### src/hdl/soc_bus_pkg.sv
// ####################
// Peripheral bus package
// APB request and response structs, bus widths
// and the DMA engine state encoding
// ####################
package soc_bus_pkg;

	// Bus widths
	localparam int DATA_W = 32;
	localparam int ADDR_W = 16;
	localparam int STRB_W = DATA_W / 8;

	// Requester side of an APB transfer
	typedef struct packed {
		logic              psel;
		logic              penable;
		logic              pwrite;
		logic [ADDR_W-1:0] paddr;
		logic [DATA_W-1:0] pwdata;
		logic [STRB_W-1:0] pstrb;
	} apb_req_t;

	// Completer side, no error signalling on this bus
	typedef struct packed {
		logic              pready;
		logic [DATA_W-1:0] prdata;
	} apb_rsp_t;

	// DMA copy sequence, one read then one write per word
	typedef enum logic [1:0] {
		IDLE,
		READ,
		WRITE
	} dma_state_t;

endpackage

### src/hdl/soc_map_pkg.sv
// ####################
// Peripheral map package
// Slot numbering, address decode, device table
// contents and interrupt source indices
// ####################
package soc_map_pkg;

	// Slot values match bits 15..12 of the byte address
	typedef enum logic [2:0] {
		SLOT_RAM     = 3'd0,
		SLOT_DEVTBL  = 3'd1,
		SLOT_GPIO    = 3'd2,
		SLOT_INTCTRL = 3'd3,
		SLOT_DMA     = 3'd4,
		SLOT_NONE    = 3'd5
	} slot_t;

	localparam int SLOT_COUNT      = 5;
	localparam int SLOT_BASE_SHIFT = 12;

	// Device table contents, indexed by slot
	localparam logic [31:0] MAP_SZ [SLOT_COUNT] = '{
		32'h1000, 32'h1000, 32'h1000, 32'h1000, 32'h1000
	};
	localparam logic [31:0] DEV_ID [SLOT_COUNT] = '{
		32'd1, 32'd7, 32'd6, 32'd3, 32'd2
	};
	localparam logic USE_INTR [SLOT_COUNT] = '{
		1'b0, 1'b0, 1'b1, 1'b0, 1'b1
	};

	// Interrupt sources
	localparam int INT_SRC_GPIO  = 0;
	localparam int INT_SRC_DMA   = 1;
	localparam int INT_SRC_COUNT = 2;

	localparam int GPIO_W    = 16;
	localparam int RAM_WORDS = 1024;

endpackage

### src/hdl/int_ctrl.sv
// ####################
// Interrupt controller
// Latches source requests into pending, masks
// them with enable and drives the host irq
// ####################
module int_ctrl (
	input  logic                                  clk_2x_w,
	input  logic                                  rst_p,
	input  soc_bus_pkg::apb_req_t                 req_i,
	input  logic                                  sel_i,
	output soc_bus_pkg::apb_rsp_t                 rsp_o,
	input  logic [soc_map_pkg::INT_SRC_COUNT-1:0] intrqst_i,
	output logic [soc_map_pkg::INT_SRC_COUNT-1:0] intrdy_o,
	output logic                                  irq_o
);
	import soc_bus_pkg::*;
	import soc_map_pkg::*;

	logic [INT_SRC_COUNT-1:0] pending_r;
	logic [INT_SRC_COUNT-1:0] enable_r;
	logic [INT_SRC_COUNT-1:0] ack_w;
	logic                     wr_w;

	assign wr_w = sel_i && req_i.penable && req_i.pwrite;

	// Acknowledge lasts for the access cycle of the write only,
	// so the source drops its request as pending clears
	assign ack_w = (wr_w && req_i.paddr[3:2] == 2'd0) ? req_i.pwdata[INT_SRC_COUNT-1:0] : '0;

	always_ff @(posedge clk_2x_w) begin
		if (rst_p) begin
			pending_r <= '0;
			enable_r  <= '0;
		end else begin
			pending_r <= (pending_r | intrqst_i) & ~ack_w;
			if (wr_w && req_i.paddr[3:2] == 2'd1) begin
				enable_r <= req_i.pwdata[INT_SRC_COUNT-1:0];
			end
		end
	end

	assign rsp_o.pready = sel_i && req_i.penable;
	assign rsp_o.prdata = (req_i.paddr[3:2] == 2'd1) ?
		{{(DATA_W-INT_SRC_COUNT){1'b0}}, enable_r} :
		{{(DATA_W-INT_SRC_COUNT){1'b0}}, pending_r};

	assign intrdy_o = ack_w & pending_r;
	assign irq_o    = |(pending_r & enable_r);

endmodule

### config.mk
export PLATFORM = sky130hd
export DESIGN_NAME = int_ctrl
export DESIGN_NICKNAME = d
export VERILOG_FILES = /design/src/hdl/soc_bus_pkg.sv /design/src/hdl/soc_map_pkg.sv /design/src/hdl/int_ctrl.sv
export SDC_FILE = /design/constraint.sdc
export NUM_CORES = 1
export LEC_CHECK = 0
export ABC_AREA = 0
export BUFFER_PORTS_ARGS = -buffer_cell sky130_fd_sc_hd__buf_2
export CAP_MARGIN = 20
export CELL_PAD_IN_SITES_DETAIL_PLACEMENT = 1
export CELL_PAD_IN_SITES_GLOBAL_PLACEMENT = 1
export CORE_MARGIN = 4
export CORE_UTILIZATION = 12
export CTS_BUF_LIST = sky130_fd_sc_hd__clkbuf_2
export DETAILED_ROUTE_END_ITERATION = 10
export PLACE_DENSITY = 0.84
export SYNTH_ARGS = -nofsm -noshare
export SYNTH_HDL_FRONTEND = slang
export SYNTH_SLANG_ARGS = --single-unit
### constraint.sdc
create_clock -name clk_2x_w -period 0.8 [get_ports clk_2x_w]
set_input_delay 0.04 -clock clk_2x_w [delete_from_list [all_inputs] [get_ports clk_2x_w]]
set_output_delay 0.04 -clock clk_2x_w [all_outputs]
set_load 0.005 [all_outputs]
# == After elaboration in Yosys (flattened, before gate mapping) ==
# Index checks and enable logic that the tools add are counted.
# totals
ff_bits,4
latch_bits,0
ramBits,0
rom_bits,0
inputBits,60
out_inout_bits,36
wordCells,16
memories,0
# op_classes
n_addsub,0
mul,0
div,0
n_lt_le_gt_ge,0
n_eq_ne,1
shift,0
n_mux,2
bitwise_logic,5
n_reduce_logical,6
# ops
cell,count
$and A2 B2 Y2,3
$logic_and A1 B1 Y1,4
$mux W2,2
$eq A2 B1 Y1 const B,1
$logic_not A2 Y1,1
$not A2 Y2,1
$or A2 B2 Y2,1
$reduce_or A2 Y1,1

# == Logic depth before layout (Yosys ltp) ==
# depth
ltp_word,6
depth_mapped,3
depth_no_buf,3

# == Least setup slack after synthesis ==
# No wires, ideal clock.
# synth_timing
kind,register to output
from,register pending_r[0]
to,output port rsp_o[0] (netlist name)
arrival_ps,564
t_required_ps,760
slack_ps,196
stages_incl_launch_ff,2
n_path_buf,0
path_cell_list,dfxtp_1 -> mux2_2
# synth_rtl
item,line_no,source
"start, declared",int_ctrl.sv:19,logic [INT_SRC_COUNT-1:0] pending_r;
"start signal, assigned",int_ctrl.sv:35,pending_r <= (pending_r | intrqst_i) & ~ack_w;
"end, declared",int_ctrl.sv:11,"output soc_bus_pkg::apb_rsp_t rsp_o,"

==> results by group <==
Outcome
  – Status: finished with violations
  – Failing checks: negative setup slack

Clock tree
  – Longest Clk Path Bufs: 2
  – Clk root buf: clkbuf_2
  – Clock Latency Late Sink: roughly 0.21 ns
  – Clock slew at reported path FFs: 0.05 ns
  – CTS tree: yes
  – H-tree depth: 1
  – Num CTS Buffers: 3
  – Number of clock sinks: 4
  – # hold bufs at CTS: 0

Route
  – Antenna Nets Post-Route: 0
  – Vias after detailed routing: roughly 350
  – DRC Markers: 0
  – Drt wl/cell: about 8.7 um
  – DR iter-0 viols: 6
  – Drt total wl: roughly 1100 um
  – TritonRoute pass-1 iters: 3
  – Vias per inst: 2.794

Power
  – PwrDens: 978.7 nW/um2
  – Peak VDD IR: between 150 and 200 uV
  – Static Leakage: between 0.0002 and 0.0003 uW
  – PnR Total Power: approximately 560 uW

Yosys
  – Area share of the largest cell type after synthesis: between 40% and 50%
  – Syn_area_per_cell: between 8 and 9 um2
  – Post-Synth XOR/XNOR Area: 0%
  – Yosys top cell by area: buf_4
  – Post-Synth Adder-Cell Area: 0%
  – Synth cell types: 14
  – Seq/Total Area, Yosys: 16.89%
  – Main combinational cell family by area after synthesis: buffers and inverters
  – Syn Std Cell Area: 474.2 um2
  – Compound-Gate Fraction of Synth Area: 1.847%
  – Synthesized instance count: 58
  – Yosys warning total: 0
  – Yosys reg bits: 4
  – Top post-synthesis cells by area: buf_4 (47%), dfxtp_1 (17%), nand2b_1 (5.3%), mux2_2 (4.7%), mux2i_1 (4.2%)
  – Post-Synth Simple-Gate Area: ~24%
  – Mux share of post-synthesis cell area: 8.971%

STA
  – Setup violators final: 5
  – Hold Vio Cnt, Final: 0
  – PnR worst setup slack: -0.1622 ns
  – Max Fclk: 1039 MHz
  – RSZ-0062 raised after global routing: yes
  – Hold_ws: a little under 0.06 ns
  – Fin crit share: 120.3%
  – Min cycle time layout: 0.9622 ns
  – Max Transition Viols Final: 0
  – Max Clock Skew: 0 ns

Floorplanning
  – DIE HEIGHT: 70.86 um
  – Row count: 22
  – Die area: roughly 5000 um2
  – Die W: 70.86 um
  – Core area: around 3700 um2
  – I/O Pins: 96
  – Initial Util: 12.67%

Final layout
  – Layout Nets: 140
  – Ant diodes: 0
  – Area growth syn-to-layout: 19.79%
  – Ratio of cells with drive above 1 in the final layout: between 30% and 40%
  – Post-layout util: ~15%
  – Non-Filler Instances: approximately 130

Setup path
  – CP Class: flip-flop to output pin
  – Worst R2R End: pending_r[0]
  – Crit path largest cell delay: 0.33 ns
  – Worst reg-to-reg path cell count: 3
  – Worst R2R Start: pending_r[0]
  – R2R setup slack: approximately 0.12 ns
  – CP Launch Point: pending_r[1]
  – CP max-delay cell: dfxtp_2
  – Critical Path Fanout Max: 4
  – Crit path DAT: 0.92 ns
  – CP required: about 0.76 ns
  – CP Launch Type: flip-flop
  – Worst setup EP type: output pin
  – Setup crit end: rsp_o[1]
  – Crit path cell chain: mux2_4, buf_6

Flow run
  – Maxcap violations: 0

GRT
  – Antenna violations before repair: 0
  – First-pass GRT wire length: 1676 um
  – GRT overflow: 0
  – Total track usage: roughly 4.5%
  – Largest net degree at the start of global routing: 7
  – Via count of the first global-routing pass: slightly below 400

Placement
  – GP Congestion: around 0.62
  – # port buffers: 16
  – Placed Cells: 122
  – Hpwl dp: 965.5 um

Hold path
  – Hold Crit Class: primary input to flip-flop
layer usage:
metal / up-vias / global-route usage (%) / part of all wire, %
met5: - / 0 / 0
met4: 0 / 4.384 / 2.3
met3: 2 / 0.9943 / 8.6
met2: 24 / 7.415 / 52
met1: 157 / 4.484 / 37
li1: 169 / - / -
area by class of cell:
cell class	count	area, um2
fill	486	3176
multi-input combinational	53	284.0
timing repair buffer	18	123.9
sequential	4	85.08
tap	48	60.06
clock buffer	3	15.01
worst max-delay path: cells and delay by family, from the launching register on:
kind,cells,cell delay [ns]
buffers and inverters,1,0.12
DFF,1,0.33
muxes,1,0.27
power by group:
part	total [uW]	switching, uW	internal [uW]	leakage (uW)
Clock	188	87.1	101	0.0000125
Combinational	148	78.2	70.3	0.000251
Sequential	219	8.69	211	0.0000343
logic make-up after synthesis:
logic type      after synthesis
flops                         4
other cells                   1
simple gates                 18
compound gates                1
mux                           4
buf+inv                      30
stage by stage:
stage	worst slack [ns]	TNS, ns	instance area (um2)
detailed placement	-0.06306	-0.1119	505.5
CTS	-0.1710	-0.6294	561.8
global placement	-0.05848	-0.1072	505.5
floorplan	0.1956	0	583.1
global route	-0.2195	-0.8692	568.0
finish	-0.1622	-0.5704	568.0
registers in the layout (all words and copies together) (netlist names):
name / cells
pending_r: 2
enable_r: 2
cell usage after synthesis (all sizes together):
library cell and number:
buf 30, nand2b 5, and2 4, dfxtp 4, nor2 4, and4 2
mux2 2, mux2i 2, nor3 2, a22o 1, conb 1, nand3 1
layout by cell type (no fill, tap or decap):
master / Yosys / final
mux2_4: 0 / 1
and2_4: 0 / 2
mux2i_1: 2 / 2
nand2b_1: 4 / 4
and4_1: 2 / 2
nand2b_4: 1 / 1
buf_4: 30 / 1
nand3_1: 1 / 1
a22o_1: 1 / 1
and2_1: 2 / 2
nor3_1: 2 / 2
clkbuf_2: 0 / 3
buf_6: 0 / 5
dfxtp_2: 0 / 4
buf_2: 0 / 12
nor2_1: 4 / 4
conb_1: 1 / 30
mux2_2: 2 / 1
repair_timing:
item                       4_1_cts  5_1_grt
setup buffers                    1        0
setup endpoints to repair        5        5
resized for setup               11        1
pin swaps                        1        1
worst min-delay path by stage:
stage,from,end,slack (ns),depth (start not counted)
6_report,rst_p,pending_r[0],0.06,2
5_1_grt,rst_p,pending_r[0],0.05,2
4_1_cts,rst_p,pending_r[0],0.05,2
3_3_place_gp,rst_p,pending_r[1],0.28,2
2_1_floorplan,rst_p,pending_r[0],0.12,1
3_5_place_dp,rst_p,pending_r[1],0.29,2
(Power assumes the default switching activity.)
