`config.mk`:
```
export PLATFORM = sky130hd
export DESIGN_NAME = gpio_port
export DESIGN_NICKNAME = d
export VERILOG_FILES = /design/src/hdl/soc_bus_pkg.sv /design/src/hdl/soc_map_pkg.sv /design/src/hdl/gpio_port.sv
export SDC_FILE = /design/constraint.sdc
export NUM_CORES = 1
export LEC_CHECK = 0
export BUFFER_PORTS_ARGS = -buffer_cell sky130_fd_sc_hd__buf_2
export CAP_MARGIN = 20
export CORE_MARGIN = 4
export CORE_UTILIZATION = 45
export DETAILED_ROUTE_END_ITERATION = 10
export HOLD_SLACK_MARGIN = 0.03
export PLACE_DENSITY = 0.79
export REMOVE_ABC_BUFFERS = 1
export SLEW_MARGIN = 5
export SYNTH_ARGS = -nofsm -noshare
export SYNTH_HDL_FRONTEND = slang
export SYNTH_SLANG_ARGS = --single-unit
export TNS_END_PERCENT = 20
```
`constraint.sdc`:
```
create_clock -name clk_2x_w -period 1.3 [get_ports clk_2x_w]
set_input_delay 0.195 -clock clk_2x_w [delete_from_list [all_inputs] [get_ports clk_2x_w]]
set_output_delay 0.195 -clock clk_2x_w [all_outputs]
set_load 0.03 [all_outputs]
```
`src/hdl/soc_bus_pkg.sv`:
```
// ####################
// Peripheral bus package
// APB request and response structs, bus widths
// and the DMA engine state encoding
// ####################
package soc_bus_pkg;

	// Bus widths
	localparam int DATA_W = 32;
	localparam int ADDR_W = 16;
	localparam int STRB_W = DATA_W / 8;

	// Requester side of an APB transfer
	typedef struct packed {
		logic              psel;
		logic              penable;
		logic              pwrite;
		logic [ADDR_W-1:0] paddr;
		logic [DATA_W-1:0] pwdata;
		logic [STRB_W-1:0] pstrb;
	} apb_req_t;

	// Completer side, no error signalling on this bus
	typedef struct packed {
		logic              pready;
		logic [DATA_W-1:0] prdata;
	} apb_rsp_t;

	// DMA copy sequence, one read then one write per word
	typedef enum logic [1:0] {
		IDLE,
		READ,
		WRITE
	} dma_state_t;

endpackage

```
`src/hdl/soc_map_pkg.sv`:
```
// ####################
// Peripheral map package
// Slot numbering, address decode, device table
// contents and interrupt source indices
// ####################
package soc_map_pkg;

	// Slot values match bits 15..12 of the byte address
	typedef enum logic [2:0] {
		SLOT_RAM     = 3'd0,
		SLOT_DEVTBL  = 3'd1,
		SLOT_GPIO    = 3'd2,
		SLOT_INTCTRL = 3'd3,
		SLOT_DMA     = 3'd4,
		SLOT_NONE    = 3'd5
	} slot_t;

	localparam int SLOT_COUNT      = 5;
	localparam int SLOT_BASE_SHIFT = 12;

	// Device table contents, indexed by slot
	localparam logic [31:0] MAP_SZ [SLOT_COUNT] = '{
		32'h1000, 32'h1000, 32'h1000, 32'h1000, 32'h1000
	};
	localparam logic [31:0] DEV_ID [SLOT_COUNT] = '{
		32'd1, 32'd7, 32'd6, 32'd3, 32'd2
	};
	localparam logic USE_INTR [SLOT_COUNT] = '{
		1'b0, 1'b0, 1'b1, 1'b0, 1'b1
	};

	// Interrupt sources
	localparam int INT_SRC_GPIO  = 0;
	localparam int INT_SRC_DMA   = 1;
	localparam int INT_SRC_COUNT = 2;

	localparam int GPIO_W    = 16;
	localparam int RAM_WORDS = 1024;

endpackage

```
`src/hdl/gpio_port.sv`:
```
// ####################
// GPIO port
// Two-flop input synchronizer, output register
// and an interrupt on any input change
// ####################
module gpio_port (
	input  logic                           clk_2x_w,
	input  logic                           rst_p,
	input  soc_bus_pkg::apb_req_t          req_i,
	input  logic                           sel_i,
	output soc_bus_pkg::apb_rsp_t          rsp_o,
	input  logic [soc_map_pkg::GPIO_W-1:0] gpio_i,
	output logic [soc_map_pkg::GPIO_W-1:0] gpio_o,
	output logic                           intrqst_o,
	input  logic                           intrdy_i
);
	import soc_bus_pkg::*;
	import soc_map_pkg::*;

	logic [GPIO_W-1:0] meta_r;
	logic [GPIO_W-1:0] sync_r;
	logic [GPIO_W-1:0] last_r;
	logic [GPIO_W-1:0] out_r;
	logic              intrqst_r;
	logic              change_w;

	assign change_w = |(sync_r ^ last_r);

	always_ff @(posedge clk_2x_w) begin
		if (rst_p) begin
			meta_r    <= '0;
			sync_r    <= '0;
			last_r    <= '0;
			out_r     <= '0;
			intrqst_r <= 1'b0;
		end else begin
			meta_r <= gpio_i;
			sync_r <= meta_r;
			last_r <= sync_r;
			// A new change keeps the request even during an acknowledge
			if (change_w) begin
				intrqst_r <= 1'b1;
			end else if (intrdy_i) begin
				intrqst_r <= 1'b0;
			end
			if (sel_i && req_i.penable && req_i.pwrite && req_i.paddr[3:2] == 2'd1) begin
				for (int b = 0; b < GPIO_W / 8; b++) begin
					if (req_i.pstrb[b]) begin
						out_r[b*8 +: 8] <= req_i.pwdata[b*8 +: 8];
					end
				end
			end
		end
	end

	assign rsp_o.pready = sel_i && req_i.penable;
	assign rsp_o.prdata = (req_i.paddr[3:2] == 2'd1) ? {{(DATA_W-GPIO_W){1'b0}}, out_r} :
		{{(DATA_W-GPIO_W){1'b0}}, sync_r};

	assign gpio_o    = out_r;
	assign intrqst_o = intrqst_r;

endmodule

```
After elaboration in Yosys (flattened, before gate mapping). Index checks and enable logic that the tools add are counted.

Input bits: 75. Output and inout port bits: 50. Register bits: 65.

Muxes and demuxes: 3. Bitwise logic cells: 1. Eq/ne operators: 1. Reduce and logical (&&, ||, !) cells: 7.

Operator list (count): $mux 16 (1); $reduce_or 16->1 (1); $xor 16x16->16 (1); $reduce_and 2->1 (2); $logic_and 1x1->1 (3); $eq 2x1->1 const B (1); $mux 1 (2); $reduce_bool 2->1 (1).

Longest topological paths before layout.
Depth in word-level cells: 4. Gate-level depth with buffers: 5.

Least setup slack after synthesis. Ideal clock, no wire load.

Path kind: input-to-output. Start: in req_i[38] (netlist name). End: out rsp_o[10] (netlist name). Arrival time: 1.005 ns. Required time: 1.105 ns. Buffers on the path: 2. Slack: 0.100 ns. Stages on the path: 5. Path through: or2b_1 -> clkbuf_1 -> buf_2 -> nand2_1 -> nand2_1.

RTL lines: start, declared (line gpio_port.sv:9) `input soc_bus_pkg::apb_req_t req_i,`; end, declared (line gpio_port.sv:11) `output soc_bus_pkg::apb_rsp_t rsp_o,`.

==> summary.txt <==
Worst setup path
  • CP max-delay cell: or2b_1
  • RR Startpoint: sync_r[11]
  • Worst Path Required: about 1.1 ns
  • Biggest cell delay along the critical path: roughly 0.23 ns
  • R2R cell count: 4
  • Worst Setup End Kind: output pin
  • CP startpoint: req_i[39]
  • Crit Path Category: input port to output pin
  • Worst Setup Start Kind: input port
  • Worst-path cell chain: buf_2 -> or2b_1 -> buf_4 -> nand2_1 -> nand2_1 -> buf_2
  • Crit Path Max Fanout: 9
  • CP arrival: around 1.0 ns

Layout
  • Antenna Diode Count: 0
  • Nets: 404
  • Share of layout cells above drive strength 1: 0.323
  • Synth-to-layout area growth: 27.3%

Clock tree
  • Clk root buf: clkbuf_8
  • H-tree depth: 3
  • Max clock buf depth: 2
  • Clk sinks: 65
  • Latest clock arrival within the worst-skew pair: ~0.32 ns
  • CTS Buf Count: 9
  • Post-CTS setup buffers: 0
  • Clk pin slew, worst setup/hold paths: about 0.060 ns
  • CTS tree: yes

Timing
  • Final setup viols: 0
  • Clock Skew: ~0.0047 ns
  • Final min period: about 1.2 ns
  • Fmax: 809 MHz
  • RSZ-0062 raised after global routing: yes
  • Tcrit/Tclk final: 0.951
  • Pins Over Slew Limit: 0
  • Fin Hold WS: about 0.08 ns
  • Final Hold Fails: 0

Routing
  • Final WL: about 4600 um
  • Vias per cell: about 4.3
  • Vias: approximately 1700
  • DRT iter0 DRCs: between 60 and 70
  • Wire length per cell: ~11 um
  • Drt pass-1 iters: 4
  • Routed Antenna Nets: 0
  • DR DRC count: 0

Place
  • GP Congestion: about 0.78
  • PortBufs: 75
  • DP HPWL: about 3300 um

GRT
  • First-pass GRT wire length: around 7400 um
  • All-Layer GR Usage: 0.149
  • Largest net degree at the start of global routing: 66
  • Grt ovf: 0
  • Number of global-route vias before repair: between 1500 and 2000
  • Initial antenna violation count: 0

Floorplanning
  • Die height: ~80 um
  • # rows: 26
  • # IOs: ~130
  • Initial Utilization: 0.470
  • Die Area: between 0.006 and 0.007 mm2
  • Die W: around 82 um
  • Core Area: 0.00517 mm2

Synthesis
  • Post-synth top area share: 0.535
  • Synth cell types: 21
  • Cells after synthesis: 250
  • Avg Cell Area, Syn: about 9.7 um2
  • Sequential area share after synthesis: 0.535
  • Cell taking the most area after synthesis: dfxtp_1
  • Synth Warn #: 0
  • Synthesized flop and latch total: 65
  • Cell Area, Synth: roughly 0.0024 mm2
  • Synth top area cells: dfxtp_1, nor2b_1, nand2_1, mux2i_1, xnor2_1

Outcome
  • Status: finished clean

Hold path
  • Min-Delay Startpoint: gpio_i[3]
  • Hold Path Class: input port to register
  • Hold Path Depth: 2

Power
  • Total power draw: approximately 0.0043 W
  • Power per cell area: between 1000 and 1500 mW/mm2
  • Peak supply drop: around 620 uV
  • Leak: 1.56 nW

Job
  • Max-Cap Viols: 0
==> final timing paths <==
kind | endpoint | slack, ns
max | rsp_o[0] | 0.06
min | meta_r[3] | 0.08
max reg2reg | intrqst_o | 0.10
min reg2reg | sync_r[7] | 0.43
==> through the flow <==
| stage | std cells | TNS, ns | cell area (um2) | utilization | setup slack (ns) |
|---|---|---|---|---|---|
| after floorplan | 237 | -0.847 | 2310 | - | -0.0530 |
| after global placement | 388 | 0 | 2830 | 0.547 | 0.0243 |
| after detailed placement | 388 | 0 | 2830 | 0.547 | 0.00174 |
| after CTS | 404 | 0 | 3060 | 0.591 | 0.0282 |
| after global routing | 404 | -0.0107 | 3100 | 0.598 | -0.0107 |
| final | 404 | 0 | 3100 | 0.598 | 0.0638 |
==> metal layers <==
layer | global-route usage | share of wire | up-vias
met5 | 0 | 0 | -
met4 | 0.108 | 0.025 | 0
met3 | 0.0417 | 0.10 | 10
met2 | 0.239 | 0.46 | 68
met1 | 0.168 | 0.42 | 766
li1 | - | - | 904
==> final cells by class <==
| class | instances | area, um2 |
|---|---|---|
| Fill cell | 449 | 2080 |
| Multi-Input combinational cell | 171 | 1030 |
| Clock inverter | 1 | 30.0 |
| Tap cell | 70 | 87.6 |
| Sequential cell | 65 | 1310 |
| Timing Repair Buffer | 81 | 438 |
| Inverter | 1 | 3.75 |
| Clock buffer | 15 | 196 |
==> sequential cells by signal, indices dropped and copies added (netlist names) <==
name and flops:
last_r 16, intrqst_o 1, sync_r 16, gpio_o 16, meta_r 16
==> critical path: cells and delay by family <==
| family | cells | cell delay (ns) |
|---|---|---|
| buffers and inverters | 3 | 0.47 |
| and+or+nand+nor | 3 | 0.38 |
==> power by group <==
part / leakage (nW) / total [W] / internal, W / switching [W]
Combinational: 0.911 / 0.000400 / 0.000157 / 0.000243
Sequential: 0.535 / 0.00209 / 0.00206 / 0.0000314
Clock: 0.116 / 0.00182 / 0.00115 / 0.000675
Total: 1.56 / 0.00432 / 0.00337 / 0.000950
==> timing repair <==
action                     in CTS  in global routing
hold buffers                    0                  0
gates resized for setup         0                 14
setup endpoints to repair       0                 14
==> placed cells by master, fill, tap and decap left out <==
cell / instances
a41oi_1: 1
and2_0: 1
buf_12: 1
buf_2: 73
buf_4: 7
bufinv_16: 1
clkbuf_1: 1
clkbuf_8: 14
conb_1: 16
dfxtp_1: 59
dfxtp_2: 6
inv_1: 1
mux2i_1: 16
nand2_1: 48
nand4_1: 3
nand4_4: 2
nor2_1: 16
nor2b_1: 48
nor2b_4: 1
nor4_2: 1
o21ai_0: 1
or2b_1: 1
xnor2_1: 14
xnor2_2: 2
==> logic make-up (layout without fill, tap and decap cells) <==
logic type                count (synthesis)  after routing  share of synthesized area
and+or+nand+nor                         121            121                      0.259
buffers and inverters                    29             98                     0.0746
muxes                                    16             16                     0.0659
DFF                                      65             65                      0.535
other                                     1             16                    0.00154
xor gates and xnor gates                 16             16                     0.0576
AOI/OAI and AO/OA                         2              2                    0.00566
==> Yosys cell counts (all sizes together) <==
cell / count
conb: 1
o21ai: 1
dfxtp: 65
nor2: 16
buf: 22
or2b: 1
nand4: 5
nor4: 1
and2: 1
inv: 1
xnor2: 16
mux2i: 16
nor2b: 49
clkbuf: 6
nand2: 48
a41oi: 1
Power figures use the tool's default switching activity.
