--- config.mk ---
export PLATFORM = sky130hd
export DESIGN_NAME = dma_engine
export DESIGN_NICKNAME = d
export VERILOG_FILES = /design/src/hdl/soc_bus_pkg.sv /design/src/hdl/dma_engine.sv
export SDC_FILE = /design/constraint.sdc
export NUM_CORES = 1
export LEC_CHECK = 0
export BUFFER_PORTS_ARGS = -buffer_cell sky130_fd_sc_hd__buf_4
export CAP_MARGIN = 20
export CORE_ASPECT_RATIO = 1.75
export CORE_MARGIN = 2
export CORE_UTILIZATION = 53
export DETAILED_ROUTE_END_ITERATION = 10
export GPL_TIMING_DRIVEN = 0
export PLACE_DENSITY = 0.95
export SLEW_MARGIN = 0
export SYNTH_ARGS = -nofsm -noshare
export SYNTH_HDL_FRONTEND = slang
export SYNTH_SLANG_ARGS = --single-unit
--- constraint.sdc ---
create_clock -name clk_2x_w -period 8.3 [get_ports clk_2x_w]
set_input_delay 1.66 -clock clk_2x_w [delete_from_list [all_inputs] [get_ports clk_2x_w]]
set_output_delay 1.66 -clock clk_2x_w [all_outputs]
set_load 0.1 [all_outputs]
--- src/hdl/soc_bus_pkg.sv ---
// ####################
// Peripheral bus package
// APB request and response structs, bus widths
// and the DMA engine state encoding
// ####################
package soc_bus_pkg;

	// Bus widths
	localparam int DATA_W = 32;
	localparam int ADDR_W = 16;
	localparam int STRB_W = DATA_W / 8;

	// Requester side of an APB transfer
	typedef struct packed {
		logic              psel;
		logic              penable;
		logic              pwrite;
		logic [ADDR_W-1:0] paddr;
		logic [DATA_W-1:0] pwdata;
		logic [STRB_W-1:0] pstrb;
	} apb_req_t;

	// Completer side, no error signalling on this bus
	typedef struct packed {
		logic              pready;
		logic [DATA_W-1:0] prdata;
	} apb_rsp_t;

	// DMA copy sequence, one read then one write per word
	typedef enum logic [1:0] {
		IDLE,
		READ,
		WRITE
	} dma_state_t;

endpackage

--- src/hdl/dma_engine.sv ---
// ####################
// One-channel DMA engine
// Register slave for src, dst, count and status,
// APB requester that copies count words
// ####################
module dma_engine (
	input  logic                  clk_2x_w,
	input  logic                  rst_p,
	input  soc_bus_pkg::apb_req_t req_i,
	input  logic                  sel_i,
	output soc_bus_pkg::apb_rsp_t rsp_o,
	output soc_bus_pkg::apb_req_t mst_req_o,
	input  soc_bus_pkg::apb_rsp_t mst_rsp_i,
	output logic                  intrqst_o,
	input  logic                  intrdy_i
);
	import soc_bus_pkg::*;

	dma_state_t        state_r;
	logic              penable_r;
	logic              intrqst_r;
	logic [ADDR_W-1:0] src_r;
	logic [ADDR_W-1:0] dst_r;
	logic [ADDR_W-1:0] count_r;
	logic [DATA_W-1:0] data_r;
	logic              reg_wr_w;
	logic              start_w;
	logic              xfer_done_w;
	logic              busy_w;
	logic [DATA_W-1:0] rd_w;

	assign busy_w      = (state_r != IDLE);
	assign reg_wr_w    = sel_i && req_i.penable && req_i.pwrite && !busy_w;
	assign start_w     = reg_wr_w && req_i.paddr[3:2] == 2'd2 && req_i.pwdata[ADDR_W-1:0] != '0;
	assign xfer_done_w = penable_r && mst_rsp_i.pready;

	always_comb begin
		case (req_i.paddr[3:2])
			2'd0:    rd_w = {{(DATA_W-ADDR_W){1'b0}}, src_r};
			2'd1:    rd_w = {{(DATA_W-ADDR_W){1'b0}}, dst_r};
			2'd2:    rd_w = {{(DATA_W-ADDR_W){1'b0}}, count_r};
			default: rd_w = {{(DATA_W-1){1'b0}}, busy_w};
		endcase
	end

	assign rsp_o.pready = sel_i && req_i.penable;
	assign rsp_o.prdata = rd_w;

	always_comb begin
		mst_req_o         = '0;
		mst_req_o.psel    = busy_w;
		mst_req_o.penable = penable_r;
		mst_req_o.pwrite  = (state_r == WRITE);
		mst_req_o.paddr   = (state_r == WRITE) ? dst_r : src_r;
		mst_req_o.pwdata  = data_r;
		mst_req_o.pstrb   = '1;
	end

	always_ff @(posedge clk_2x_w) begin
		if (rst_p) begin
			state_r   <= IDLE;
			penable_r <= 1'b0;
			count_r   <= '0;
			intrqst_r <= 1'b0;
		end else begin
			// Setup for one cycle, then access until pready
			penable_r <= busy_w && !xfer_done_w;
			if (intrdy_i) begin
				intrqst_r <= 1'b0;
			end
			if (reg_wr_w && req_i.paddr[3:2] == 2'd2) begin
				count_r <= req_i.pwdata[ADDR_W-1:0];
			end
			case (state_r)
				IDLE: begin
					if (start_w) begin
						state_r <= READ;
					end
				end
				READ: begin
					if (xfer_done_w) begin
						state_r <= WRITE;
					end
				end
				default: begin
					if (xfer_done_w) begin
						count_r <= count_r - 1'b1;
						if (count_r == ADDR_W'(1)) begin
							state_r   <= IDLE;
							intrqst_r <= 1'b1;
						end else begin
							state_r <= READ;
						end
					end
				end
			endcase
		end
	end

	// Addresses and the word in flight
	always_ff @(posedge clk_2x_w) begin
		if (reg_wr_w && req_i.paddr[3:2] == 2'd0) begin
			src_r <= req_i.pwdata[ADDR_W-1:0];
		end
		if (reg_wr_w && req_i.paddr[3:2] == 2'd1) begin
			dst_r <= req_i.pwdata[ADDR_W-1:0];
		end
		if (state_r == READ && xfer_done_w) begin
			data_r <= mst_rsp_i.prdata;
		end
		if (state_r == WRITE && xfer_done_w) begin
			src_r <= src_r + ADDR_W'(STRB_W);
			dst_r <= dst_r + ADDR_W'(STRB_W);
		end
	end

	assign intrqst_o = intrqst_r;

endmodule

# ---- Word-level counts from Yosys, hierarchy flattened
# Index checks and enable logic that the tools add are counted.
dict set report totals {
  wordCells 57
  mem_bits_ro 0
  input_bits 92
  ram_bits 0
  out_inout_bits 89
  reg_bits 84
  n_memories 0
  latch_bits 0
}
dict set report op_classes {
  n_shift 0
  n_bitwise 0
  mux 18
  n_addsub 3
  n_div 0
  n_lt_le_gt_ge 0
  mul 0
  n_eq_ne 7
  reduce_logical 22
}
# operator n
set op_table {}
lappend op_table {{16-bit 2-to-1 mux} 8}
lappend op_table {{16-bit case mux with 3 select lines} 1}
lappend op_table {{16-bit by 3-bit adder with 16-bit output (second input constant)} 2}
lappend op_table {{16-bit by 1-bit equality test with 1-bit output (second input constant)} 1}
lappend op_table {{16-bit nonzero test} 1}
lappend op_table {{16-bit by 1-bit subtractor with 16-bit output (second input constant)} 1}
lappend op_table {{1-bit logical AND} 11}
lappend op_table {{2-bit nonzero test} 4}
lappend op_table {{2-bit 2-to-1 mux} 3}
lappend op_table {{1-bit 2-to-1 mux} 5}
lappend op_table {{2-bit by 1-bit equality test with 1-bit output (second input constant)} 2}
lappend op_table {{2-bit equality test (second input constant)} 2}
lappend op_table {{2-bit logical NOT} 2}
lappend op_table {{2-bit != test (second input constant)} 2}
lappend op_table {{2-bit case mux with 2 select lines} 1}
lappend op_table {{3-bit AND reduction} 1}
lappend op_table {{1-bit logical NOT} 2}
lappend op_table {{2-bit OR reduction} 1}

# ---- Longest topological paths before layout
dict set report logic_depth {
  depth_word 7
  depth_mapped 8
}

# ---- Worst setup path after synthesis
# OpenSTA, ideal clock, no wires.
dict set report synth_path {
  path_kind {input -> output}
  start {input req_i[39] (netlist name)}
  end {output rsp_o[6] (netlist name)}
  required_ns 6.640
  n_path_buf 2
  cell_stages 4
  t_arrival_ns 4.253
  path_slack_ns 2.387
  cell_sequence {buf_6 -> buf_2 -> mux2i_1 -> o21ai_0}
}
# item line_no
set synth_rtl {}
lappend synth_rtl {{start, declared} dma_engine.sv:9} ;# input soc_bus_pkg::apb_req_t req_i,
lappend synth_rtl {{end, declared} dma_engine.sv:11} ;# output soc_bus_pkg::apb_rsp_t rsp_o,

==> impl_metrics.ini <==
[global_routing]
grt_pass1_vias = 4595
antenna_found_initial = 0
grt_max_degree = 16
grt_usage_pct = 34.5
overflow = 0
grt_pass1_wl_mm = 24.1

[clock_network]
cts_root_buf = clkbuf_16
post_cts_resize_count = 0
numCtsBuffers = 9
path_clk_slew_ns = 0.06
cts_tree = built
cts_hold_buffers = 0
insertion_delay_ns = 0.35
postCtsSetupRepairBufs = 0
cts_buffer_depth = 2
numClockSinks = 84
htreeDepth = 3

[floorplan]
start_util_pct = 54.8
die_h_um = 127
ios = 181
die_area_sq_um = 9450
rows = 44
core_area_sq_um = 8370
die_x_um = 74.3

[logic_synthesis]
synth_largest_area_cell = edfxtp_1
synth_cell_types = 54
synth-seq-cells = 84
synth-main-ff-cell = edfxtp_1
synth_edf_count = 64
synth.area.top_cells = edfxtp_1 (42%), dfxtp_1 (8.7%), nand2_1 (6.8%), buf_4 (3.8%), a21oi_1 (3.5%)
post_synth_inst_count = 473
synth_common_cells = nand2_1 (83), edfxtp_1 (64), nor2_1 (37)
ys_warn_count = 0
yosysMostFrequentCell = nand2_1
async_flop_share_pct = 0
yosys.area.top_type_share_pct = 41.9
ys_seq_area_share_pct = 50.6
avgSynthCellArea_sq_um = 9.70
syn-cell-area_sq_um = 4590

[detailed_routing]
drtIter0Drc = 626
drc = 0
ant_nets = 0
drtPass1Iterations = 7
post_drt_wl_per_cell_um = 21.5
via_per_inst = 6.30
num_vias = 4724
routed_wl_mm = 16.2

[place]
port_buffers = 124
dp.final_hpwl_mm = 11.7
place.gp.congestion = 0.902

[timing]
grt_setup_unrepaired = false
max-slew-margin-rel_pct = 56.9
fin_tns_setup_ns = 0
fin_skew_ns = 0.00847
finalHoldViolCount = 0
whs_ns = 0.507
drv_slew = 0
fin_crit_sh_pct = 64.9
setup_viol = 0
max_clock_freq_mhz = 186
finalCriticalPeriod_ns = 5.39
tightest_slew_ns = 0.641

[setup_path]
critPathBufInv = 5
cp.required_ns = 6.64
criticalPathCategory = in2out
cp_cell_sequence = buf_4, clkbuf_1, inv_1, nor2_1, buf_2, nand2_1, o21ai_0, buf_4
cp_top_family = buffers and inverters
crit_top_cell = buf_4
end_kind = output port
crit_arrival_ns = 3.73
slowest_stage = nor2_1
worst_path_largest_cell_delay_ns = 0.48
worstPathMaxFanout = 10
crit_start = req_i[38]
r2r_start = state_r[0]
crit_path_start_kind = input pin

[power]
peakVddDrop_uv = 135
powerDensity_nw_per_um2 = 171
p_leak_nw = 2.49

[run_status]
status = finished clean

[cells_and_area]
final.fill_count = 562
nets = 726
diodes = 0
drive_above_1_share_pct = 30.4
area_growth_pct = 32.0

[job]
cap_violations = 0

[worst_hold_path]
min-delay-start = intrqst_o
hold_path.class = reg2reg
worst paths after layout:
path	end	slack, ns	cells after the start
hold reg to reg	intrqst_o	0.51	2
setup reg to reg	src_r[13]	6.00	7
setup / recovery	rsp_o[15]	2.91	8
hold / removal	intrqst_o	0.51	2
metal layers:
metal	share of wire (%)	vias to the layer above	wire, um	track usage, %
met5	0	-	0	0
met4	7.6	0	1230	24.1
met3	9.4	122	1520	7.49
met2	53	446	8490	62.0
met1	30	2158	4920	33.3
li1	-	1998	-	-
metrics by stage:
step | instances | setup slack, ns | total power [mW] | instance area, sq um | utilization [%]
finish | 750 | 2.91 | 1.04 | 6060 | 72.4
global route | 750 | 2.79 | 1.05 | 6060 | 72.4
CTS | 750 | 2.94 | 1.03 | 6060 | 72.4
detailed placement | 734 | 3.01 | 0.644 | 5770 | 69.0
global placement | 730 | 2.75 | 0.640 | 5730 | 68.5
floorplan | 491 | 2.39 | 0.597 | 4660 | -
cells in the final DEF (no fill, tap or decap), drive strengths merged, types with 19 or more instances in the layout:
cell type / Yosys / routed
edfxtp: 64 / 64
nor2: 37 / 37
a21oi: 32 / 32
o21ai: 21 / 21
nand4: 19 / 19
clkbuf: 10 / 20
buf: 41 / 169
dfxtp: 20 / 20
nand3: 22 / 22
nand2: 83 / 83
conb: 2 / 20
logic make-up (layout without fill, tap and decap cells):
kind of cell	Yosys count	count (layout)	synth area share, %
adders and majority gates	4	4	1.09
xor gates and xnor gates	20	20	3.82
and+or+nand+nor	203	203	21.7
other	2	20	0.164
buffers and inverters	58	202	7.50
AOI/OAI and AO/OA	85	85	11.1
DFF	84	84	50.6
muxes	17	17	4.09
where the power goes:
part / internal [mW] / total (mW) / switching [mW]
Sequential: 0.456 / 0.462 / 0.00595
Clock: 0.230 / 0.396 / 0.166
Combinational: 0.0486 / 0.178 / 0.130
Total: 0.735 / 1.04 / 0.301
area by class of cell:
cell class	count	area (sq um)	area share, %
Clock inverter	6	55.1	0.909
Inverter	7	26.3	0.434
Timing Repair Buffer	128	968	16.0
Clock buffer	10	229	3.78
Buffer	51	318	5.25
Tap cell	115	144	2.38
Multi-Input combinational cell	349	1990	32.9
Sequential cell	84	2320	38.3
sequential cells by signal (all words and copies together) (netlist names):
signal	flops
count_r	16
src_r	16
penable_r	1
state_r	2
data_r	32
dst_r	16
intrqst_o	1
tightest hold or removal path, stage by stage, from the launching register on:
cell and delay (ns):
dfxtp_1 0.33, a2bb2oi_1 0.07, nor2_1 0.07
No activity file was read; power rests on OpenSTA's default activity.
