--- config.mk ---
export PLATFORM = sky130hd
export DESIGN_NAME = bus_fabric
export DESIGN_NICKNAME = d
export VERILOG_FILES = /design/src/hdl/soc_bus_pkg.sv /design/src/hdl/soc_map_pkg.sv /design/src/hdl/bus_fabric.sv
export SDC_FILE = /design/constraint.sdc
export NUM_CORES = 1
export LEC_CHECK = 0
export BUFFER_PORTS_ARGS = -buffer_cell sky130_fd_sc_hd__buf_2
export CORE_AREA = 3 3 155 157
export DETAILED_ROUTE_END_ITERATION = 10
export DIE_AREA = 0 0 158 160
export HOLD_SLACK_MARGIN = 0.05
export PLACE_DENSITY_LB_ADDON = 0.05
export SLEW_MARGIN = 10
export SYNTH_ARGS = -nofsm -noshare
export SYNTH_HDL_FRONTEND = slang
export SYNTH_SLANG_ARGS = --single-unit
export TNS_END_PERCENT = 30
--- constraint.sdc ---
create_clock -name clk_2x_w -period 3 [get_ports clk_2x_w]
set_clock_uncertainty 0.1 [all_clocks]
set_input_delay 0.15 -clock clk_2x_w [delete_from_list [all_inputs] [get_ports clk_2x_w]]
set_output_delay 0.15 -clock clk_2x_w [all_outputs]
set_load 0.03 [all_outputs]
--- src/hdl/soc_bus_pkg.sv ---
// ####################
// Peripheral bus package
// APB request and response structs, bus widths
// and the DMA engine state encoding
// ####################
package soc_bus_pkg;

	// Bus widths
	localparam int DATA_W = 32;
	localparam int ADDR_W = 16;
	localparam int STRB_W = DATA_W / 8;

	// Requester side of an APB transfer
	typedef struct packed {
		logic              psel;
		logic              penable;
		logic              pwrite;
		logic [ADDR_W-1:0] paddr;
		logic [DATA_W-1:0] pwdata;
		logic [STRB_W-1:0] pstrb;
	} apb_req_t;

	// Completer side, no error signalling on this bus
	typedef struct packed {
		logic              pready;
		logic [DATA_W-1:0] prdata;
	} apb_rsp_t;

	// DMA copy sequence, one read then one write per word
	typedef enum logic [1:0] {
		IDLE,
		READ,
		WRITE
	} dma_state_t;

endpackage

--- src/hdl/soc_map_pkg.sv ---
// ####################
// Peripheral map package
// Slot numbering, address decode, device table
// contents and interrupt source indices
// ####################
package soc_map_pkg;

	// Slot values match bits 15..12 of the byte address
	typedef enum logic [2:0] {
		SLOT_RAM     = 3'd0,
		SLOT_DEVTBL  = 3'd1,
		SLOT_GPIO    = 3'd2,
		SLOT_INTCTRL = 3'd3,
		SLOT_DMA     = 3'd4,
		SLOT_NONE    = 3'd5
	} slot_t;

	localparam int SLOT_COUNT      = 5;
	localparam int SLOT_BASE_SHIFT = 12;

	// Device table contents, indexed by slot
	localparam logic [31:0] MAP_SZ [SLOT_COUNT] = '{
		32'h1000, 32'h1000, 32'h1000, 32'h1000, 32'h1000
	};
	localparam logic [31:0] DEV_ID [SLOT_COUNT] = '{
		32'd1, 32'd7, 32'd6, 32'd3, 32'd2
	};
	localparam logic USE_INTR [SLOT_COUNT] = '{
		1'b0, 1'b0, 1'b1, 1'b0, 1'b1
	};

	// Interrupt sources
	localparam int INT_SRC_GPIO  = 0;
	localparam int INT_SRC_DMA   = 1;
	localparam int INT_SRC_COUNT = 2;

	localparam int GPIO_W    = 16;
	localparam int RAM_WORDS = 1024;

endpackage

--- src/hdl/bus_fabric.sv ---
// ####################
// APB bus fabric
// Fixed-priority arbiter between host and DMA,
// setup/access sequencing toward the slaves,
// slot decoder and default slave
// ####################
module bus_fabric (
	input  logic                                          clk_2x_w,
	input  logic                                          rst_p,
	input  soc_bus_pkg::apb_req_t                         host_req_i,
	output soc_bus_pkg::apb_rsp_t                         host_rsp_o,
	input  soc_bus_pkg::apb_req_t                         dma_req_i,
	output soc_bus_pkg::apb_rsp_t                         dma_rsp_o,
	output soc_bus_pkg::apb_req_t                         slv_req_o,
	output logic [soc_map_pkg::SLOT_COUNT-1:0]            slv_sel_o,
	input  soc_bus_pkg::apb_rsp_t [soc_map_pkg::SLOT_COUNT-1:0] slv_rsp_i
);
	import soc_bus_pkg::*;
	import soc_map_pkg::*;

	// High while the granted transfer is in its access phase
	logic                              grant_r;
	logic                              owner_dma_r;
	logic                              owner_dma_w;
	logic [ADDR_W-SLOT_BASE_SHIFT-1:0] page_w;
	slot_t                             slot_w;
	apb_rsp_t                          rsp_w;

	// Host wins a tie when the bus is free
	assign owner_dma_w = grant_r ? owner_dma_r : !host_req_i.psel;

	// The fabric runs its own setup and access phases, since a
	// waiting requester may already hold penable high
	always_comb begin
		slv_req_o         = owner_dma_w ? dma_req_i : host_req_i;
		slv_req_o.psel    = grant_r || host_req_i.psel || dma_req_i.psel;
		slv_req_o.penable = grant_r;
	end

	assign page_w = slv_req_o.paddr[ADDR_W-1:SLOT_BASE_SHIFT];

	always_comb begin
		case (page_w)
			4'h0:    slot_w = SLOT_RAM;
			4'h1:    slot_w = SLOT_DEVTBL;
			4'h2:    slot_w = SLOT_GPIO;
			4'h3:    slot_w = SLOT_INTCTRL;
			4'h4:    slot_w = SLOT_DMA;
			default: slot_w = SLOT_NONE;
		endcase
	end

	always_comb begin
		slv_sel_o = '0;
		if (slv_req_o.psel && slot_w != SLOT_NONE) begin
			slv_sel_o[slot_w] = 1'b1;
		end
	end

	// Unmapped pages read zero and complete in the access cycle
	always_comb begin
		rsp_w.pready = grant_r;
		rsp_w.prdata = '0;
		if (slot_w != SLOT_NONE) begin
			rsp_w = slv_rsp_i[slot_w];
		end
	end

	// Only the owner sees pready, the other requester is held off
	always_comb begin
		host_rsp_o        = rsp_w;
		dma_rsp_o         = rsp_w;
		host_rsp_o.pready = rsp_w.pready && grant_r && !owner_dma_r;
		dma_rsp_o.pready  = rsp_w.pready && grant_r && owner_dma_r;
	end

	always_ff @(posedge clk_2x_w) begin
		if (rst_p) begin
			grant_r     <= 1'b0;
			owner_dma_r <= 1'b0;
		end else if (!grant_r) begin
			grant_r     <= slv_req_o.psel;
			owner_dma_r <= owner_dma_w;
		end else if (rsp_w.pready) begin
			grant_r <= 1'b0;
		end
	end

endmodule

### Word-level counts from Yosys, hierarchy flattened

Cells that the tools add are included.

* register bits after elaboration: 2
* input bits: 277

* order comparisons: 2
* eq/ne operators: 5
* muxes and demuxes: 11
* reductions and logical operators: 10

Operator list (count)
* $bmux W33 S3: 1
* $mux W33: 2
* $mux W53: 1
* $pmux W3 S5: 1
* $eq A4 B2 Y1 const B: 2
* $logic_and A1 B1 Y1: 5
* $mux W5: 1
* $eq A4 B1 Y1 const B: 1
* $eq A4 B3 Y1 const B: 1
* $logic_not A4 Y1: 1
* $lt A3 B4 Y1 const B: 1
* $mux W1: 4
* $demux W1 S3: 1
* $ge A3 B1 Y1 const B: 1
* $ne A3 B3 Y1 const B: 1
* $logic_not A1 Y1: 2
* $logic_or A1 B1 Y1: 2

### Longest topological paths before layout

Gate-level depths: netlist of run 1.

* word-level depth: 10
* depth in mapped cells: 8

### Worst setup path after synthesis of run 1

OpenSTA, ideal clock, no wires.

* kind: register to output
* start point: register grant_r
* end point: output port host_rsp_o[25] in the netlist's numbering
* arrival time: 2.106 ns
* data required time: 2.750 ns
* path slack: 0.644 ns
* cell stages (with the launch flop): 9
* buffers on the path: 2
* cells stage by stage: dfxtp_1 -> nand2b_2 -> nand2_2 -> a21oi_4 -> inv_4 -> buf_6 -> mux2i_1 -> o211ai_1 -> buf_4

RTL lines
* start: declaration: RTL line bus_fabric.sv:22 `logic grant_r;`
* start signal: assignment: RTL line bus_fabric.sv:82 `grant_r <= slv_req_o.psel;`
* end: declaration: RTL line bus_fabric.sv:11 `output soc_bus_pkg::apb_rsp_t host_rsp_o,`

==> results of run 1 <==
timing repair:
item	4_1_cts	5_1_grt
resized for setup	0	2
hold endpoints to repair	1	0
setup endpoints to repair	0	5
hold buffers	1	0
sequential cells by signal, summed over array words and instances, names as in the netlist:
name and flops:
owner_dma_r 1, grant_r 1
worst max-delay path: cells and delay by family (launching register included):
| kind | cells | cell delay [ns] |
|---|---|---|
| flops | 1 | 0.35 |
| buf+inv | 2 | 0.48 |
| simple gates | 1 | 0.23 |
| compound gates | 4 | 1.14 |
power breakdown:
group	switching [µW]	internal, µW	total, µW	leakage (µW)
Combinational	891	432	1320	0.00257
Sequential	3.22	29.6	32.8	0.0000167
Clock	28.4	169	198	0.0000370
logic make-up (layout without fill, tap and decap cells):
| family | Yosys count | count (layout) | synth area share |
|---|---|---|---|
| multiplexers | 34 | 34 | 0.147 |
| flip-flops | 2 | 2 | 0.0172 |
| AO/OA/AOI/OAI | 78 | 79 | 0.276 |
| buffers and inverters | 68 | 416 | 0.182 |
| other | 0 | 1 | 0 |
| AND/OR/NAND/NOR | 216 | 216 | 0.378 |
worst paths after layout:
path | cells after the start | endpoint | startpoint | slack (ns)
setup / recovery | 7 | dma_rsp_o[23] | grant_r | 0.31
setup reg to reg | 6 | grant_r | grant_r | 0.95
hold / removal | 4 | grant_r | dma_req_i[54] | 0.23
hold reg to reg | 3 | grant_r | grant_r | 0.67
layout make-up:
type,count,area share
Inverter,6,0.00558
Clock buffer,3,0.0167
Tap cell,285,0.0795
Sequential cell,2,0.00892
Timing Repair Buffer,407,0.464
Multi-Input combinational cell,329,0.425
Antenna cell,1,0.000558
metrics by stage:
| stage | instances | util | cell area (µm²) |
|---|---|---|---|
| finish | 1033 | 0.198 | 4490 |
| global route | 1033 | 0.198 | 4490 |
| CTS | 1031 | 0.197 | 4460 |
| detailed placement | 1027 | 0.193 | 4380 |
| global placement | 1027 | 0.193 | 4380 |
| floorplan | 398 | - | 2330 |
metal layers:
layer	wire length [µm]	GRT usage
met5	13	0
met3	1790	0.0301
met2	9460	0.254
met1	5590	0.109
met4	115	0.0113
cells in the final DEF (no fill, tap or decap), types with 2 or more instances in the layout:
master / netlist / layout
clkbuf_16: 0 / 3
nor4b_1: 2 / 2
o221ai_1: 32 / 32
inv_1: 5 / 5
o211ai_1: 33 / 33
buf_2: 7 / 400
and2b_4: 2 / 2
a21oi_4: 1 / 3
nand2_1: 186 / 186
nor2_1: 7 / 7
o21ai_0: 2 / 2
nor4_1: 2 / 2
dfxtp_1: 2 / 2
and3_1: 3 / 3
buf_4: 36 / 4
buf_12: 0 / 2
mux2i_1: 33 / 33
nor3_1: 7 / 7
==> summary.md, run 1 <==
| Metric | Value |
|---|---|
| Worst EP arrival | 2.44 ns |
| PnR worst setup slack | between 0.3 and 0.4 ns |
| Crit path launch type | flip-flop |
| RD Place Congestion | around 0.76 |
| CTS tree | built |
| GRT Total Usage | 0.117 |
| WS Path Type | flip-flop to primary output |
| Fin crit period | about 2.7 ns |
| Crit-path max FO | 34 |
| Final Hold Fails | 0 |
| Post-DP HPWL | 13.8 mm |
| Commonest cells in the netlist | nand2_1 (186), buf_4 (36), mux2i_1 (33), o211ai_1 (33), o221ai_1 (32) |
| Rel. slew slack | 0.509 |
| Setup bufs post-CTS | 0 |
| Slew Viols, Final | 0 |
| P_leak | 0.00262 µW |
| Core area | 22,600 µm² |
| Netlist Area Pre-Place | approximately 2300 µm² |
| Asr flop ratio synth | 0 |
| Vias in the first global route | about 4,300 |
| Antenna violations before repair | 3 |
| Layout cells sized above 1 | 0.568 |
| Status | finished, final reports clean |
| Die ar. | 25,300 µm² |
| Routed Antenna Nets | 0 |
| Worst setup EP type | primary output |
| DRC Markers | 0 |
| Cell Pwr Density | approximately 350 nW/µm² |
| Maximum vdd drop | about 0.14 mV |
| Post-synth EDFFs | 0 |
| Fill cells | approximately 2,700 |
| Port Buffers | 400 |
| Site Rows | 55 |
| Tcrit/Tclk final | 0.896 |
| Clock sinks | 2 |
| Worst slew pin tran | 0.735 ns |
| Largest net degree at the start of global routing | 53 |
| Pre-CTS setup slack | about 0.30 ns |
| Ys flop type | dfxtp_1 |
| Slowest cell on the critical path | a211oi_4 |
| H-tree depth | 1 |
| Count of final setup violators | 0 |
| Leading area contributor after synthesis | nand2_1 |
| Slowest stage delay, CP | 0.53 ns |
| WL final | 17.0 mm |
| Total power | 1550 µW |
| Area of the multi-input gates | about 1900 µm² |
| Max cap viols | 0 |
| Clock-pin slew on the worst setup and hold paths | ~0.03 ns |
| Unrepaired setup endpoints after global routing | no |
| Max clock buf depth | 2 |
| Fin nets | just over 1,000 |
| Synthesis-stage register bit count | 2 |
| Top-count cell post-synth | nand2_1 |
| Seq/Total Area, Yosys | 0.0172 |
| Hold slack | ~0.23 ns |
| IO Pins | around 400 |
| DR pass1 iterations | 6 |
| Initial core utilization | 0.103 |
| Hold crit path type | input port to flip-flop |
| Area contributors post-synth | nand2_1 (30%), mux2i_1 (14%), o221ai_1 (12%) |
| Die outline width | roughly 160 µm |
| Global route overflow | 0 |
| Setup TNS | 0 ns |
| Required @ worst endpoint | approximately 2.8 ns |
| Syn. warnings | 0 |
| Highest clock rate | approximately 370 MHz |
| Root Buffer | clkbuf_16 |
| DR vias/cell | 4.02 |
| Area Overhead vs Synth | 92.5% |
| Die height | roughly 160 µm |
| Syn_area_per_cell | around 5.9 µm² |
| Synth cell types | 38 |
| Storage cell area | ~40 µm² |
| Global-route wire length before repair | roughly 24 mm |
| Clk_lat worst skew | about 0.22 ns |
| Synth top area share | 0.300 |
| WL/cell | 16.4 µm |
| Num CTS Buffers | 3 |
| Cells traversed along the worst timing path | nand2b_2 -> a211oi_4 -> a22o_2 -> buf_12 -> o221ai_1 -> o211ai_1 -> buf_2 |
| Initial drt markers | between 100 and 150 |
| Synthesized instance count | ~400 |
| Vias | 4,155 |
| Mapped Nets | roughly 680 |
(Power assumes the default switching activity.)
==> inputs of run 2 (changes only) <==
==> constraint.sdc (replaced) <==
create_clock -name clk_2x_w -period 2.65 [get_ports clk_2x_w]
set_clock_uncertainty 0.1 [all_clocks]
set_input_delay 0.1325 -clock clk_2x_w [delete_from_list [all_inputs] [get_ports clk_2x_w]]
set_output_delay 0.1325 -clock clk_2x_w [all_outputs]
set_load 0.03 [all_outputs]
==> run 2 against run 1 <==
Compared with the run above: highest routed layer unchanged; largest power group unchanged; worst setup slack worse by 0.19 ns; flip-flop and latch count is the same; clock power rose by 15%; power is 15% higher; critical path type unchanged; hold slack got worse by 0.021 ns; combinational power increased by 16%; sequential share of layout area about the same; routed wire length rose by 0.97%; first-iteration DRC count rose by 22%.
==> summary.md, run 2 (same netlist as run 1, synthesis figures left out) <==
| Metric | Value |
|---|---|
| Status | finished, final reports clean |
| H-tree depth | 1 |
| Tcrit/Tclk final | 0.955 |
| Num CTS Buffers | 3 |
| WL final | 17.1 mm |
| Hold slack | 0.208 ns |
| WS Path Type | flip-flop to primary output |
| Total power | around 1800 µW |
| Max clock buf depth | 2 |
| Initial core utilization | 0.103 |
| PnR worst setup slack | about 0.12 ns |
| Clk_lat worst skew | 0.22 ns |
| Max cap viols | 0 |
| DR vias/cell | 4.02 |
| Crit-path max FO | 34 |
| Layout cells sized above 1 | 0.576 |
| WL/cell | roughly 16 µm |
| Rel. slew slack | 0.546 |
| GRT Total Usage | 0.121 |
| Highest clock rate | about 400 MHz |
| Worst EP arrival | ~2.3 ns |
| CTS tree | built |
| Clock sinks | 2 |
| Largest net degree at the start of global routing | 40 |
| Routed Antenna Nets | 0 |
| Fill cells | roughly 2,600 |
| Fin crit period | between 2 and 3 ns |
| Core area | between 20,000 and 25,000 µm² |
| Fin nets | just over 1,000 |
| Worst slew pin tran | between 0.6 and 0.7 ns |
| Global-route wire length before repair | roughly 24 mm |
| P_leak | between 0.002 and 0.003 µW |
| IO Pins | about 400 |
| Area Overhead vs Synth | 97.0% |
| Most common cell after layout, fill and taps aside | buf_2 |
| Clock-pin slew on the worst setup and hold paths | ~0.03 ns |
| Root Buffer | clkbuf_16 |
| Maximum vdd drop | about 0.14 mV |
| Port Buffers | 400 |
| Pre-CTS setup slack | ~0.036 ns |
| Die ar. | roughly 25,000 µm² |
| Required @ worst endpoint | approximately 2.4 ns |
| Count of final setup violators | 0 |
| Post-DP HPWL | 13.9 mm |
| Crit path launch type | flip-flop |
| Largest regs | grant_r x1, owner_dma_r x1 |
| Worst setup EP type | primary output |
| DRC Markers | 0 |
| ANT cells | 0 |
| Site Rows | 55 |
| RD Place Congestion | 0.796 |
| Vias in the first global route | approximately 4,300 |
| Most frequent cells in the layout | buf_2 (398), nand2_1 (186), mux2i_1 (33), o211ai_1 (33), o221ai_1 (32) |
| Die outline width | roughly 160 µm |
| Initial drt markers | 126 |
| Die height | between 150 and 200 µm |
| Storage cell area | a little over 40 µm² |
| Unrepaired setup endpoints after global routing | no |
| Vias | between 4,000 and 5,000 |
| Antenna violations before repair | 2 |
| DR pass1 iterations | 4 |
| Global route overflow | 0 |
| Hold crit path type | input port to flip-flop |
| Area of the multi-input gates | between 1500 and 2000 µm² |
| Slew Viols, Final | 0 |
| Final Hold Fails | 0 |
| Cell Pwr Density | about 390 nW/µm² |
-- run 2: where the power goes --
group / internal (µW) / leakage, µW / switching, µW
logic: 515 / 0.00262 / 1010
clock network: 192 / 0.0000370 / 35.2
registers: 33.9 / 0.0000169 / 4.35
-- run 2: critical path, cell delays in order (launching register included) --
cell	delay [ns]
dfxtp_2	0.38
nand2b_2	0.19
nand2_2	0.13
buf_4	0.19
a21oi_4	0.21
buf_6	0.32
o221ai_1	0.16
o211ai_1	0.21
buf_2	0.28
-- run 2: layer usage --
metal  wire length, µm  up-vias  global-route usage
li1                  -     2091                   -
met1              5720     1835               0.115
met2              9380      251               0.257
met3              1860       14              0.0295
met4               158        2              0.0160
met5                13        -                   0
-- run 2: stage by stage --
step,std cells,setup TNS (ns),util,cell area (µm²)
finish,1042,0,0.203,4590
global route,1042,0,0.203,4590
CTS,1040,-0.0297,0.201,4560
detailed placement,1033,0,0.195,4420
global placement,1033,0,0.195,4420
floorplan,398,0,-,2330
-- run 2: final cells by class --
type | count | share of cell area
clock buffer | 3 | 0.0163
tap | 285 | 0.0777
inverter | 6 | 0.00599
sequential | 2 | 0.00899
timing repair buffer | 417 | 0.474
multi-input combinational | 329 | 0.417
-- run 2: what timing repair did --
| action | in CTS | in global routing |
|---|---|---|
| hold buffers | 1 | 0 |
| setup buffers | 2 | 2 |
| pin swaps | 1 | 2 |
| gates resized for setup | 3 | 8 |
| endpoints found under the setup margin | 64 | 53 |
| gates cloned | 1 | 0 |
| endpoints found under the hold margin | 1 | 0 |
-- run 2: final timing paths --
kind	cells after the start	slack, ns	endpoint	start
max reg2reg	7	0.76	grant_r	grant_r
min reg2reg	3	0.64	grant_r	grant_r
min	4	0.21	grant_r	dma_req_i[54]
max	8	0.12	dma_rsp_o[23]	grant_r
